**src/logic/rv_isa_pkg.sv**
```systemverilog
package rv_isa_pkg;

  localparam int XLEN = 32;
  localparam int REG_ADDR_W = 5;

  // major opcodes, bits [6:0] of every instruction
  localparam logic [6:0] OP_LOAD = 7'b000_0011;
  localparam logic [6:0] OP_STORE = 7'b010_0011;
  localparam logic [6:0] OP_BRANCH = 7'b110_0011;
  localparam logic [6:0] OP_JALR = 7'b110_0111;
  localparam logic [6:0] OP_JAL = 7'b110_1111;
  localparam logic [6:0] OP_MISC_MEM = 7'b000_1111;
  localparam logic [6:0] OP_OP_IMM = 7'b001_0011;
  localparam logic [6:0] OP_OP = 7'b011_0011;
  localparam logic [6:0] OP_SYSTEM = 7'b111_0011;
  localparam logic [6:0] OP_AUIPC = 7'b001_0111;
  localparam logic [6:0] OP_LUI = 7'b011_0111;

  // selects SUB over ADD and SRA over SRL
  localparam logic [6:0] F7_ALT = 7'b010_0000;

  // one instruction word seen through each base format
  typedef union packed {
    struct packed {
      logic [6:0] funct7;
      logic [4:0] rs2;
      logic [4:0] rs1;
      logic [2:0] funct3;
      logic [4:0] rd;
      logic [6:0] opcode;
    } r;
    struct packed {
      logic [11:0] imm;
      logic [4:0] rs1;
      logic [2:0] funct3;
      logic [4:0] rd;
      logic [6:0] opcode;
    } i;
    struct packed {
      logic [6:0] imm_hi;
      logic [4:0] rs2;
      logic [4:0] rs1;
      logic [2:0] funct3;
      logic [4:0] imm_lo;
      logic [6:0] opcode;
    } s;
    struct packed {
      logic imm_12;
      logic [5:0] imm_10_5;
      logic [4:0] rs2;
      logic [4:0] rs1;
      logic [2:0] funct3;
      logic [3:0] imm_4_1;
      logic imm_11;
      logic [6:0] opcode;
    } b;
    struct packed {
      logic [19:0] imm;
      logic [4:0] rd;
      logic [6:0] opcode;
    } u;
    struct packed {
      logic imm_20;
      logic [9:0] imm_10_1;
      logic imm_11;
      logic [7:0] imm_19_12;
      logic [4:0] rd;
      logic [6:0] opcode;
    } j;
  } insn_t;

endpackage

```
**src/logic/core_ctrl_pkg.sv**
```systemverilog
package core_ctrl_pkg;

  localparam int ALU_OP_W = 4;
  localparam logic [ALU_OP_W-1:0] ALU_ADD = 4'd0;
  localparam logic [ALU_OP_W-1:0] ALU_SUB = 4'd1;
  localparam logic [ALU_OP_W-1:0] ALU_SLL = 4'd2;
  localparam logic [ALU_OP_W-1:0] ALU_SLT = 4'd3;
  localparam logic [ALU_OP_W-1:0] ALU_SLTU = 4'd4;
  localparam logic [ALU_OP_W-1:0] ALU_XOR = 4'd5;
  localparam logic [ALU_OP_W-1:0] ALU_SRL = 4'd6;
  localparam logic [ALU_OP_W-1:0] ALU_SRA = 4'd7;
  localparam logic [ALU_OP_W-1:0] ALU_OR = 4'd8;
  localparam logic [ALU_OP_W-1:0] ALU_AND = 4'd9;

  localparam int IMM_SEL_W = 3;
  localparam logic [IMM_SEL_W-1:0] IMM_I = 3'd0;
  localparam logic [IMM_SEL_W-1:0] IMM_S = 3'd1;
  localparam logic [IMM_SEL_W-1:0] IMM_B = 3'd2;
  localparam logic [IMM_SEL_W-1:0] IMM_U = 3'd3;
  localparam logic [IMM_SEL_W-1:0] IMM_J = 3'd4;

  localparam int WB_SEL_W = 2;
  localparam logic [WB_SEL_W-1:0] WB_ALU = 2'd0;
  localparam logic [WB_SEL_W-1:0] WB_LOAD = 2'd1;
  localparam logic [WB_SEL_W-1:0] WB_PC_PLUS4 = 2'd2;
  localparam logic [WB_SEL_W-1:0] WB_IMM = 2'd3;

  localparam int PC_SEL_W = 2;
  localparam logic [PC_SEL_W-1:0] PC_SEQ = 2'd0;
  localparam logic [PC_SEL_W-1:0] PC_BRANCH = 2'd1;
  localparam logic [PC_SEL_W-1:0] PC_JAL = 2'd2;
  localparam logic [PC_SEL_W-1:0] PC_JALR = 2'd3;

  // same encoding as funct3[1:0] of loads and stores
  localparam int MEM_SIZE_W = 2;
  localparam logic [MEM_SIZE_W-1:0] MEM_BYTE = 2'd0;
  localparam logic [MEM_SIZE_W-1:0] MEM_HALF = 2'd1;
  localparam logic [MEM_SIZE_W-1:0] MEM_WORD = 2'd2;

endpackage

```
**src/logic/core_decoder.sv**
```systemverilog
`timescale 1ns/1ps

module core_decoder (
  input  rv_isa_pkg::insn_t                       insn,
  output logic                                    reg_we,
  output logic [core_ctrl_pkg::ALU_OP_W-1:0]      alu_op,
  output logic                                    alu_src_imm,
  output logic                                    alu_src_pc,
  output logic [core_ctrl_pkg::IMM_SEL_W-1:0]     imm_sel,
  output logic [core_ctrl_pkg::WB_SEL_W-1:0]      wb_sel,
  output logic [core_ctrl_pkg::PC_SEL_W-1:0]      pc_sel,
  output logic                                    is_load,
  output logic                                    is_store,
  output logic [core_ctrl_pkg::MEM_SIZE_W-1:0]    mem_size,
  output logic                                    load_unsigned,
  output logic [2:0]                              branch_funct,
  output logic                                    halt
);

  logic [6:0] opcode;
  logic [2:0] funct3;
  logic [6:0] funct7;
  logic [core_ctrl_pkg::ALU_OP_W-1:0] alu_code;
  logic imm_ok;
  logic op_ok;
  logic load_ok;
  logic is_ecall;

  assign opcode = insn.r.opcode;
  assign funct3 = insn.r.funct3;
  assign funct7 = insn.r.funct7;

  // funct7 only picks the alternate form for register-register add and for shifts right
  always_comb begin
    case (funct3)
      3'b000: alu_code = (opcode == rv_isa_pkg::OP_OP && funct7 == rv_isa_pkg::F7_ALT) ?
                         core_ctrl_pkg::ALU_SUB : core_ctrl_pkg::ALU_ADD;
      3'b001: alu_code = core_ctrl_pkg::ALU_SLL;
      3'b010: alu_code = core_ctrl_pkg::ALU_SLT;
      3'b011: alu_code = core_ctrl_pkg::ALU_SLTU;
      3'b100: alu_code = core_ctrl_pkg::ALU_XOR;
      3'b101: alu_code = (funct7 == rv_isa_pkg::F7_ALT) ?
                         core_ctrl_pkg::ALU_SRA : core_ctrl_pkg::ALU_SRL;
      3'b110: alu_code = core_ctrl_pkg::ALU_OR;
      default: alu_code = core_ctrl_pkg::ALU_AND;
    endcase
  end

  // legal encodings per opcode, everything else falls through as a no-op
  assign imm_ok = (funct3 == 3'b001) ? (funct7 == 7'd0) :
                  (funct3 == 3'b101) ? (funct7 == 7'd0 || funct7 == rv_isa_pkg::F7_ALT) :
                  1'b1;
  assign op_ok = (funct7 == 7'd0) ||
                 (funct7 == rv_isa_pkg::F7_ALT && (funct3 == 3'b000 || funct3 == 3'b101));
  assign load_ok = (funct3[1:0] != 2'b11) && !(funct3[2] && funct3[1]);
  assign is_ecall = (insn.i.imm == 12'd0) && (insn.i.rs1 == 5'd0) &&
                    (funct3 == 3'b000) && (insn.i.rd == 5'd0);

  always_comb begin
    reg_we = 1'b0;
    alu_op = core_ctrl_pkg::ALU_ADD;
    alu_src_imm = 1'b0;
    alu_src_pc = 1'b0;
    imm_sel = core_ctrl_pkg::IMM_I;
    wb_sel = core_ctrl_pkg::WB_ALU;
    pc_sel = core_ctrl_pkg::PC_SEQ;
    is_load = 1'b0;
    is_store = 1'b0;
    mem_size = funct3[1:0];
    load_unsigned = funct3[2];
    branch_funct = funct3;
    halt = 1'b0;
    case (opcode)
      rv_isa_pkg::OP_LUI: begin
        reg_we = 1'b1;
        imm_sel = core_ctrl_pkg::IMM_U;
        wb_sel = core_ctrl_pkg::WB_IMM;
      end
      rv_isa_pkg::OP_AUIPC: begin
        reg_we = 1'b1;
        imm_sel = core_ctrl_pkg::IMM_U;
        alu_src_pc = 1'b1;
        alu_src_imm = 1'b1;
      end
      rv_isa_pkg::OP_JAL: begin
        reg_we = 1'b1;
        imm_sel = core_ctrl_pkg::IMM_J;
        pc_sel = core_ctrl_pkg::PC_JAL;
        wb_sel = core_ctrl_pkg::WB_PC_PLUS4;
      end
      rv_isa_pkg::OP_JALR: begin
        if (funct3 == 3'b000) begin
          reg_we = 1'b1;
          pc_sel = core_ctrl_pkg::PC_JALR;
          wb_sel = core_ctrl_pkg::WB_PC_PLUS4;
        end
      end
      rv_isa_pkg::OP_BRANCH: begin
        // funct3 010 and 011 are reserved
        if (funct3[2:1] != 2'b01) begin
          imm_sel = core_ctrl_pkg::IMM_B;
          pc_sel = core_ctrl_pkg::PC_BRANCH;
        end
      end
      rv_isa_pkg::OP_LOAD: begin
        if (load_ok) begin
          reg_we = 1'b1;
          alu_src_imm = 1'b1;
          wb_sel = core_ctrl_pkg::WB_LOAD;
          is_load = 1'b1;
        end
      end
      rv_isa_pkg::OP_STORE: begin
        if (funct3 < 3'b011) begin
          imm_sel = core_ctrl_pkg::IMM_S;
          alu_src_imm = 1'b1;
          is_store = 1'b1;
        end
      end
      rv_isa_pkg::OP_OP_IMM: begin
        if (imm_ok) begin
          reg_we = 1'b1;
          alu_src_imm = 1'b1;
          alu_op = alu_code;
        end
      end
      rv_isa_pkg::OP_OP: begin
        if (op_ok) begin
          reg_we = 1'b1;
          alu_op = alu_code;
        end
      end
      rv_isa_pkg::OP_SYSTEM: begin
        halt = is_ecall;
      end
      // fence has no effect on a core with a single memory port
      rv_isa_pkg::OP_MISC_MEM: begin
      end
      default: begin
      end
    endcase
  end

endmodule

```
**src/logic/reg_file.sv**
```systemverilog
`timescale 1ns/1ps

module reg_file #(
  parameter int NUM_REGS = 32
) (
  input  logic                              clk,
  input  logic                              rst,
  input  logic [rv_isa_pkg::REG_ADDR_W-1:0] rs1_addr,
  input  logic [rv_isa_pkg::REG_ADDR_W-1:0] rs2_addr,
  input  logic [rv_isa_pkg::REG_ADDR_W-1:0] rd_addr,
  input  logic [rv_isa_pkg::XLEN-1:0]       rd_data,
  input  logic                              we,
  output logic [rv_isa_pkg::XLEN-1:0]       rs1_data,
  output logic [rv_isa_pkg::XLEN-1:0]       rs2_data
);

  logic [rv_isa_pkg::XLEN-1:0] regs [NUM_REGS];

  always_ff @(posedge clk or posedge rst) begin
    if (rst) begin
      for (int i = 0; i < NUM_REGS; i++) begin
        regs[i] <= '0;
      end
    end else if (we && rd_addr != '0 && rd_addr < NUM_REGS) begin
      regs[rd_addr] <= rd_data;
    end
  end

  // x0 and indices past a reduced file read as zero
  assign rs1_data = (rs1_addr != '0 && rs1_addr < NUM_REGS) ? regs[rs1_addr] : '0;
  assign rs2_data = (rs2_addr != '0 && rs2_addr < NUM_REGS) ? regs[rs2_addr] : '0;

endmodule

```
**src/logic/imm_gen.sv**
```systemverilog
`timescale 1ns/1ps

module imm_gen (
  input  rv_isa_pkg::insn_t                   insn,
  input  logic [core_ctrl_pkg::IMM_SEL_W-1:0] imm_sel,
  output logic [rv_isa_pkg::XLEN-1:0]         imm
);

  always_comb begin
    case (imm_sel)
      core_ctrl_pkg::IMM_I: begin
        imm = {{20{insn.i.imm[11]}}, insn.i.imm};
      end
      core_ctrl_pkg::IMM_S: begin
        imm = {{20{insn.s.imm_hi[6]}}, insn.s.imm_hi, insn.s.imm_lo};
      end
      core_ctrl_pkg::IMM_B: begin
        imm = {{20{insn.b.imm_12}}, insn.b.imm_11, insn.b.imm_10_5, insn.b.imm_4_1, 1'b0};
      end
      core_ctrl_pkg::IMM_U: begin
        imm = {insn.u.imm, 12'h000};
      end
      core_ctrl_pkg::IMM_J: begin
        imm = {{12{insn.j.imm_20}}, insn.j.imm_19_12, insn.j.imm_11,
               insn.j.imm_10_1, 1'b0};
      end
      default: begin
        imm = '0;
      end
    endcase
  end

endmodule

```
**src/logic/alu.sv**
```systemverilog
`timescale 1ns/1ps

module alu (
  input  logic [rv_isa_pkg::XLEN-1:0]        a,
  input  logic [rv_isa_pkg::XLEN-1:0]        b,
  input  logic [core_ctrl_pkg::ALU_OP_W-1:0] alu_op,
  output logic [rv_isa_pkg::XLEN-1:0]        result
);

  logic [4:0] shamt;

  // only the low five bits shift, as both shift forms require
  assign shamt = b[4:0];

  always_comb begin
    case (alu_op)
      core_ctrl_pkg::ALU_ADD: result = a + b;
      core_ctrl_pkg::ALU_SUB: result = a - b;
      core_ctrl_pkg::ALU_SLL: result = a << shamt;
      core_ctrl_pkg::ALU_SLT: result = {31'd0, $signed(a) < $signed(b)};
      core_ctrl_pkg::ALU_SLTU: result = {31'd0, a < b};
      core_ctrl_pkg::ALU_XOR: result = a ^ b;
      core_ctrl_pkg::ALU_SRL: result = a >> shamt;
      core_ctrl_pkg::ALU_SRA: result = $unsigned($signed(a) >>> shamt);
      core_ctrl_pkg::ALU_OR: result = a | b;
      core_ctrl_pkg::ALU_AND: result = a & b;
      default: result = a + b;
    endcase
  end

endmodule

```
**src/logic/pc_unit.sv**
```systemverilog
`timescale 1ns/1ps

module pc_unit #(
  parameter logic [31:0] RESET_PC = 32'h0000_0000
) (
  input  logic                               clk,
  input  logic                               rst,
  input  logic [core_ctrl_pkg::PC_SEL_W-1:0] pc_sel,
  input  logic [2:0]                         branch_funct,
  input  logic [rv_isa_pkg::XLEN-1:0]        rs1_data,
  input  logic [rv_isa_pkg::XLEN-1:0]        rs2_data,
  input  logic [rv_isa_pkg::XLEN-1:0]        imm,
  output logic [rv_isa_pkg::XLEN-1:0]        pc,
  output logic [rv_isa_pkg::XLEN-1:0]        pc_plus4
);

  logic taken;
  logic [rv_isa_pkg::XLEN-1:0] jalr_sum;
  logic [rv_isa_pkg::XLEN-1:0] pc_next;

  always_comb begin
    case (branch_funct)
      3'b000: taken = (rs1_data == rs2_data);
      3'b001: taken = (rs1_data != rs2_data);
      3'b100: taken = ($signed(rs1_data) < $signed(rs2_data));
      3'b101: taken = ($signed(rs1_data) >= $signed(rs2_data));
      3'b110: taken = (rs1_data < rs2_data);
      3'b111: taken = (rs1_data >= rs2_data);
      default: taken = 1'b0;
    endcase
  end

  assign pc_plus4 = pc + 32'd4;
  assign jalr_sum = rs1_data + imm;

  always_comb begin
    case (pc_sel)
      core_ctrl_pkg::PC_BRANCH: pc_next = taken ? pc + imm : pc_plus4;
      core_ctrl_pkg::PC_JAL: pc_next = pc + imm;
      // jalr target always drops bit zero
      core_ctrl_pkg::PC_JALR: pc_next = {jalr_sum[31:1], 1'b0};
      default: pc_next = pc_plus4;
    endcase
  end

  always_ff @(posedge clk or posedge rst) begin
    if (rst) begin
      pc <= RESET_PC;
    end else begin
      pc <= pc_next;
    end
  end

endmodule

```
**src/logic/load_store_unit.sv**
```systemverilog
`timescale 1ns/1ps

module load_store_unit (
  input  logic [1:0]                           addr_low,
  input  logic [core_ctrl_pkg::MEM_SIZE_W-1:0] mem_size,
  input  logic                                 load_unsigned,
  input  logic                                 is_store,
  input  logic                                 is_load,
  input  logic [rv_isa_pkg::XLEN-1:0]          rs2_data,
  input  logic [rv_isa_pkg::XLEN-1:0]          dmem_load_data,
  output logic [rv_isa_pkg::XLEN-1:0]          store_data,
  output logic [3:0]                           store_we,
  output logic [rv_isa_pkg::XLEN-1:0]          load_result
);

  logic [rv_isa_pkg::XLEN-1:0] lane_word;
  logic [rv_isa_pkg::XLEN-1:0] load_ext;
  logic [3:0] lane_mask;

  // value is copied into every lane, the enables pick the one that lands
  always_comb begin
    case (mem_size)
      core_ctrl_pkg::MEM_BYTE: begin
        store_data = {4{rs2_data[7:0]}};
        lane_mask = 4'b0001 << addr_low;
      end
      core_ctrl_pkg::MEM_HALF: begin
        store_data = {2{rs2_data[15:0]}};
        lane_mask = addr_low[1] ? 4'b1100 : 4'b0011;
      end
      default: begin
        store_data = rs2_data;
        lane_mask = 4'b1111;
      end
    endcase
  end

  assign store_we = is_store ? lane_mask : 4'b0000;

  // bring the addressed lane down to bit zero
  assign lane_word = dmem_load_data >> {addr_low, 3'b000};

  always_comb begin
    case (mem_size)
      core_ctrl_pkg::MEM_BYTE: begin
        load_ext = {{24{lane_word[7] & ~load_unsigned}}, lane_word[7:0]};
      end
      core_ctrl_pkg::MEM_HALF: begin
        load_ext = {{16{lane_word[15] & ~load_unsigned}}, lane_word[15:0]};
      end
      default: begin
        load_ext = dmem_load_data;
      end
    endcase
  end

  assign load_result = is_load ? load_ext : '0;

endmodule

```
**src/logic/riscv_core.sv**
```systemverilog
`timescale 1ns/1ps

module riscv_core #(
  parameter logic [31:0] RESET_PC = 32'h0000_0000,
  parameter int          NUM_REGS = 32
) (
  input  logic        clk,
  input  logic        rst,
  output logic [31:0] pc,
  input  logic [31:0] insn,
  output logic [31:0] dmem_addr,
  input  logic [31:0] dmem_load_data,
  output logic [31:0] dmem_store_data,
  output logic [3:0]  dmem_store_we,
  output logic        halt
);

  rv_isa_pkg::insn_t insn_word;

  logic reg_we;
  logic [core_ctrl_pkg::ALU_OP_W-1:0] alu_op;
  logic alu_src_imm;
  logic alu_src_pc;
  logic [core_ctrl_pkg::IMM_SEL_W-1:0] imm_sel;
  logic [core_ctrl_pkg::WB_SEL_W-1:0] wb_sel;
  logic [core_ctrl_pkg::PC_SEL_W-1:0] pc_sel;
  logic is_load;
  logic is_store;
  logic [core_ctrl_pkg::MEM_SIZE_W-1:0] mem_size;
  logic load_unsigned;
  logic [2:0] branch_funct;

  logic [31:0] rs1_data;
  logic [31:0] rs2_data;
  logic [31:0] imm;
  logic [31:0] alu_a;
  logic [31:0] alu_b;
  logic [31:0] alu_result;
  logic [31:0] pc_plus4;
  logic [31:0] load_result;
  logic [31:0] wb_data;

  assign insn_word = insn;

  core_decoder u_core_decoder (
    .insn          (insn_word),
    .reg_we        (reg_we),
    .alu_op        (alu_op),
    .alu_src_imm   (alu_src_imm),
    .alu_src_pc    (alu_src_pc),
    .imm_sel       (imm_sel),
    .wb_sel        (wb_sel),
    .pc_sel        (pc_sel),
    .is_load       (is_load),
    .is_store      (is_store),
    .mem_size      (mem_size),
    .load_unsigned (load_unsigned),
    .branch_funct  (branch_funct),
    .halt          (halt)
  );

  reg_file #(
    .NUM_REGS (NUM_REGS)
  ) u_reg_file (
    .clk      (clk),
    .rst      (rst),
    .rs1_addr (insn_word.r.rs1),
    .rs2_addr (insn_word.r.rs2),
    .rd_addr  (insn_word.r.rd),
    .rd_data  (wb_data),
    .we       (reg_we),
    .rs1_data (rs1_data),
    .rs2_data (rs2_data)
  );

  imm_gen u_imm_gen (
    .insn    (insn_word),
    .imm_sel (imm_sel),
    .imm     (imm)
  );

  // auipc adds to pc, everything else starts from rs1
  assign alu_a = alu_src_pc ? pc : rs1_data;
  assign alu_b = alu_src_imm ? imm : rs2_data;

  alu u_alu (
    .a      (alu_a),
    .b      (alu_b),
    .alu_op (alu_op),
    .result (alu_result)
  );

  pc_unit #(
    .RESET_PC (RESET_PC)
  ) u_pc_unit (
    .clk          (clk),
    .rst          (rst),
    .pc_sel       (pc_sel),
    .branch_funct (branch_funct),
    .rs1_data     (rs1_data),
    .rs2_data     (rs2_data),
    .imm          (imm),
    .pc           (pc),
    .pc_plus4     (pc_plus4)
  );

  load_store_unit u_load_store_unit (
    .addr_low       (alu_result[1:0]),
    .mem_size       (mem_size),
    .load_unsigned  (load_unsigned),
    .is_store       (is_store),
    .is_load        (is_load),
    .rs2_data       (rs2_data),
    .dmem_load_data (dmem_load_data),
    .store_data     (dmem_store_data),
    .store_we       (dmem_store_we),
    .load_result    (load_result)
  );

  // the effective address leaves the core unaligned, memory ignores the low bits
  assign dmem_addr = alu_result;

  always_comb begin
    case (wb_sel)
      core_ctrl_pkg::WB_LOAD: wb_data = load_result;
      core_ctrl_pkg::WB_PC_PLUS4: wb_data = pc_plus4;
      core_ctrl_pkg::WB_IMM: wb_data = imm;
      default: wb_data = alu_result;
    endcase
  end

endmodule

```
**config.mk**
```make
export PLATFORM = sky130hd
export DESIGN_NAME = riscv_core
export DESIGN_NICKNAME = d
export VERILOG_FILES = /design/src/logic/rv_isa_pkg.sv /design/src/logic/core_ctrl_pkg.sv /design/src/logic/core_decoder.sv /design/src/logic/reg_file.sv /design/src/logic/imm_gen.sv /design/src/logic/alu.sv /design/src/logic/pc_unit.sv /design/src/logic/load_store_unit.sv /design/src/logic/riscv_core.sv
export SDC_FILE = /design/constraint.sdc
export NUM_CORES = 2
export LEC_CHECK = 0
export CELL_PAD_IN_SITES_DETAIL_PLACEMENT = 2
export CELL_PAD_IN_SITES_GLOBAL_PLACEMENT = 2
export CORE_ASPECT_RATIO = 1.75
export CORE_MARGIN = 2
export CORE_UTILIZATION = 45
export DETAILED_ROUTE_END_ITERATION = 8
export DONT_BUFFER_PORTS = 1
export GPL_TIMING_DRIVEN = 0
export PLACE_DENSITY = 0.91
export SYNTH_ARGS = -nofsm -noshare
export SYNTH_HDL_FRONTEND = slang
export SYNTH_SLANG_ARGS = --single-unit
```
**constraint.sdc**
```tcl
create_clock -name clk -period 61.4 [get_ports clk]
set_input_delay 6.14 -clock clk [delete_from_list [all_inputs] [get_ports clk]]
set_output_delay 6.14 -clock clk [all_outputs]
set_load 0.02 [all_outputs]
```
==> results of run 1 <==
## routing by layer
layer,track usage,overflow
met5,0.444,28
met2,1.18,7187
met4,1.00,2157
met1,0.850,160
met3,0.728,178
## cells by family after synthesis
group,count (synthesis),synth area share
AO/OA/AOI/OAI,2158,0.190
AND/OR/NAND/NOR,2011,0.121
flip-flops,1056,0.365
multiplexers,1031,0.228
buffers and inverters,843,0.0488
adder cells (fa/ha/maj),195,0.0342
XOR/XNOR,102,0.0124
## metrics by stage
step           cell area [µm²]  instances  setup WS (ns)   util
2_1_floorplan            72300       7396          25.54      -
3_3_place_gp             74900       9454          13.63  0.469
3_5_place_dp             76000       9508          36.34  0.476
4_1_cts                  79300       9674          36.30  0.496
==> results.sh, run 1 <==
export IMPL_grt_usage=0.926
export IMPL_synth_top_cell_area_share=0.365
export IMPL_rows=194
export IMPL_grt_pass1_vias=111000
export IMPL_io_pins=167
export IMPL_ys_top_cells_by_count="1,056 x dfrtp_1, 791 x nor2_1, 753 x a21oi_1"
export IMPL_start_util=0.453
export IMPL_die_y_um=534
export IMPL_firstError="[ERROR GRT-0116] Global routing finished with congestion. Check the congestion regions in the DRC Viewer."
export IMPL_yosysUniqueCellTypes=102
export IMPL_synth_yosys_seq_area_share=0.365
export IMPL_grt_pass1_wl_mm=1110
export IMPL_portBuffers=0
export IMPL_dp_hpwl_mm=460
export IMPL_synth_area_um2=72300
export IMPL_synth_area_top_cells="dfrtp_1 37%, mux4_2 15%, mux2i_1 6.5%"
export IMPL_die_width_um=307
export IMPL_ys_warn_count=0
export IMPL_yosysMostFrequentCell="dfrtp_1"
export IMPL_ys_flop_type="dfrtp_1"
export IMPL_syn_num_nets=7657
export IMPL_gp_congestion=1.24
export IMPL_cts_hold_buffers=0
export IMPL_status="aborted with a tool error"
export IMPL_cts_num_sinks=1056
export IMPL_clock_tree_root_cell="clkbuf_16"
export IMPL_synth_largest_area_cell="dfrtp_1"
export IMPL_synthCells=7396
export IMPL_lastStage="5_1_grt"
export IMPL_overflow=9710
export IMPL_cts_resized=0
export IMPL_synth_edff_count=0
export IMPL_cts_buffers=94
export IMPL_async_reset_ff_frac=1.00
export IMPL_cts_htree_levels=3
export IMPL_grt_max_degree=126
export IMPL_ys_seq_elements=1056
export IMPL_avgSynthCellArea_um2=9.78
export IMPL_clock_path_buffers=3
export IMPL_post_cts_setup_buffers=0
==> run 2, diff against run 1 <==
CELL_PAD_IN_SITES_DETAIL_PLACEMENT = default   (was 2)
CELL_PAD_IN_SITES_GLOBAL_PLACEMENT = default   (was 2)
CORE_ASPECT_RATIO = default   (was 1.75)
CORE_UTILIZATION = 30   (was 45)
PLACE_DENSITY = default   (was 0.91)
PLACE_DENSITY_LB_ADDON = 0.15   (was default)
==> run 2 against run 1 <==
  * Synthesized cell count unchanged
  * The flow now finishes, with violations (max-capacitance violations, max-slew violations)
  * Synthesized area unchanged
==> results.sh, run 2 <==
export IMPL_vdd_drop_max_mv=0.0245
export IMPL_hold_viol_final=0
export IMPL_grt_setup_unrepaired="no"
export IMPL_core_um2=240000
export IMPL_portBuffers=0
export IMPL_synth_simple_area_share=0.121
export IMPL_p_per_area_nw_per_um2=27.1
export IMPL_end_kind="primary output"
export IMPL_r2r_start="u_reg_file.regs[643]"
export IMPL_synth_adder_area_share=0.0342
export IMPL_power_mw=2.23
export IMPL_cts_hold_buffers=0
export IMPL_largest_reg_flops=1024
export IMPL_synth_area_top_cells="dfrtp_1 37%, mux4_2 15%, mux2i_1 6.5%"
export IMPL_synth_top_family_by_area="multiplexers"
export IMPL_synth_edff_count=0
export IMPL_yosysUniqueCellTypes=102
export IMPL_reg_largest_list="u_reg_file.regs: 1024 flops, u_pc_unit.pc: 32 flops"
export IMPL_area_growth_pct=14.1
export IMPL_ys_warn_count=0
export IMPL_synth_compound_area_frac=0.190
export IMPL_drive_above_1_share=0.153
export IMPL_worst_slew_pin_slew_ns=1.70
export IMPL_ys_top_cells_by_count="1,056 x dfrtp_1, 791 x nor2_1, 753 x a21oi_1"
export IMPL_viasPerCell=6.57
export IMPL_register_area_um2=26400
export IMPL_cts_resized=0
export IMPL_grt_pass1_wl_mm=647
export IMPL_grt_pass1_vias=66900
export IMPL_relSlewSlack=-0.136
export IMPL_r2r_cells=27
export IMPL_critical_path_arrival_ns=19.08
export IMPL_leakagePower_nw=34.1
export IMPL_multi_input_area_um2=42500
export IMPL_cts_buffers=130
export IMPL_critPathCapture="dmem_store_we[0]"
export IMPL_dp_hpwl_mm=382
export IMPL_ys_seq_elements=1056
export IMPL_layout_common_cells="1,056 x dfrtp_1, 765 x nor2_1, 753 x a21oi_1"
export IMPL_grt_usage=0.394
export IMPL_final_common_cell="dfrtp_1"
export IMPL_layout_nets=7864
export IMPL_fin_crit_sh=0.411
export IMPL_synth_largest_area_cell="dfrtp_1"
export IMPL_tns_ns=0
export IMPL_synth_yosys_seq_area_share=0.365
export IMPL_setup_viol=0
export IMPL_wl_per_cell_um=45.2
export IMPL_start_util=0.301
export IMPL_drc=0
export IMPL_rows=180
export IMPL_syn_num_nets=7657
export IMPL_clock_skew_ns=0.0559
export IMPL_synth_top_cell_area_share=0.365
export IMPL_overflow=0
export IMPL_cts_tree="done"
export IMPL_status="finished, violations left"
export IMPL_timing_reg2reg_setup_slack_ns=48.18
export IMPL_synth_area_um2=72300
export IMPL_holdWs_ns=0.462
export IMPL_synth_xor_area_share=0.0124
export IMPL_avgSynthCellArea_um2=9.78
export IMPL_cts_num_sinks=1056
export IMPL_grt_max_degree=128
export IMPL_clock_path_buffers=3
export IMPL_fmax_mhz=39.7
export IMPL_cp_startpoint="insn[16]"
export IMPL_vias=72000
export IMPL_gp_congestion=1.07
export IMPL_cts_htree_levels=4
export IMPL_critical_path_required_ns=55.26
export IMPL_clk_pin_slew_ns=0.07
export IMPL_io_pins=167
export IMPL_async_reset_ff_frac=1.00
export IMPL_startpoint_type="primary input"
export IMPL_die_width_um=495
export IMPL_largest_register="u_reg_file.regs"
export IMPL_ys_flop_type="dfrtp_1"
export IMPL_fin_crit_ns=25.22
export IMPL_ant_nets=0
export IMPL_post_cts_setup_buffers=0
export IMPL_drt_iter0_drc=11400
export IMPL_slew_viol_final=155
export IMPL_insertion_delay_ns=0.85
export IMPL_die_area_um2=245000
export IMPL_violations="max-capacitance violations, max-slew violations"
export IMPL_drv_cap=17
export IMPL_die_y_um=495
export IMPL_yosysMostFrequentCell="dfrtp_1"
export IMPL_hp_class="flip-flop to flip-flop"
export IMPL_timing_rr_end="u_reg_file.regs[181]"
export IMPL_fillers=24900
export IMPL_first_pass_iters=8
export IMPL_synth_mux_area_frac=0.228
export IMPL_synthCells=7396
export IMPL_drt_total_wl_mm=496
export IMPL_antenna_found_initial=72
export IMPL_path_max_fanout=10
export IMPL_clock_tree_root_cell="clkbuf_16"
export IMPL_worstSetupPathType="primary input to primary output"
run 2: cell counts after synthesis:
Identical to the previous run, type by type.
run 2: stage by stage:
step | utilization | worst slack (ns) | std cells | instance area, µm²
2_1_floorplan | - | 25.54 | 7396 | 72300
3_3_place_gp | 0.318 | 10.73 | 10600 | 76300
3_5_place_dp | 0.324 | 37.11 | 10700 | 77700
4_1_cts | 0.343 | 37.07 | 10900 | 82300
5_1_grt | 0.343 | 36.38 | 10900 | 82400
6_report | 0.344 | 36.18 | 11000 | 82500
run 2: how the worst min path moves through the flow:
| stage | slack, ns | endpoint | cells past startpoint | from |
|---|---|---|---|---|
| final | 0.46 | u_reg_file.regs[995] | 1 | u_reg_file.regs[995] |
| after global routing | 0.47 | u_reg_file.regs[995] | 1 | u_reg_file.regs[995] |
| after CTS | 0.46 | u_reg_file.regs[995] | 1 | u_reg_file.regs[995] |
| after detailed placement | 0.45 | u_reg_file.regs[995] | 1 | u_reg_file.regs[995] |
| after global placement | 0.45 | u_reg_file.regs[995] | 1 | u_reg_file.regs[995] |
| after floorplan | 0.43 | u_reg_file.regs[995] | 1 | u_reg_file.regs[995] |
run 2: per-layer routing:
metal	share of wire	GRT usage
met3	0.13	0.162
met1	0.38	0.496
met4	0.083	0.272
met2	0.40	0.546
met5	0.00044	0
run 2: cells by family after synthesis:
| logic type | count (synthesis) |
|---|---|
| compound gates | 2158 |
| xor+xnor | 102 |
| fa+ha+maj | 195 |
| buf+inv | 843 |
| flops | 1056 |
| mux | 1031 |
| simple gates | 2011 |
run 2: layout make-up:
cell class	count	area share
Clock buffer	196	0.0477
Buffer	696	0.0371
Multi-Input combinational cell	5497	0.515
Sequential cell	1056	0.320
Antenna cell	70	0.00212
Timing Repair Buffer	75	0.0151
Clock inverter	35	0.00696
Tap cell	3185	0.0483
Inverter	147	0.00678
run 2: where the power goes:
group	leakage [nW]	internal [mW]	switching, mW
Sequential	14.6	0.732	0.0769
Clock	2.22	0.494	0.349
Combinational	17.3	0.173	0.408
Total	34.1	1.40	0.835
run 2: critical path: stages:
cell and delay (ns):
buf_2 0.20, nor2b_1 1.08, clkbuf_1 1.21, clkbuf_1 1.30
clkbuf_2 0.89, clkbuf_2 0.77, a22oi_1 0.31, nand4_1 0.29
a32oi_2 0.58, inv_1 0.26, ha_1 0.35, nor3b_1 0.51
and3b_1 0.25, and2_1 0.16, nor3b_1 0.31, o31ai_1 0.20
a2111oi_0 0.78, o31ai_1 0.31, o41ai_1 0.79, nand4_1 0.46
nor2_4 0.40, inv_2 0.20, buf_2 0.24, buf_2 0.31
nand2_1 0.17, a21oi_1 0.09, nor2_1 0.37
No activity file was read; power rests on OpenSTA's default activity.
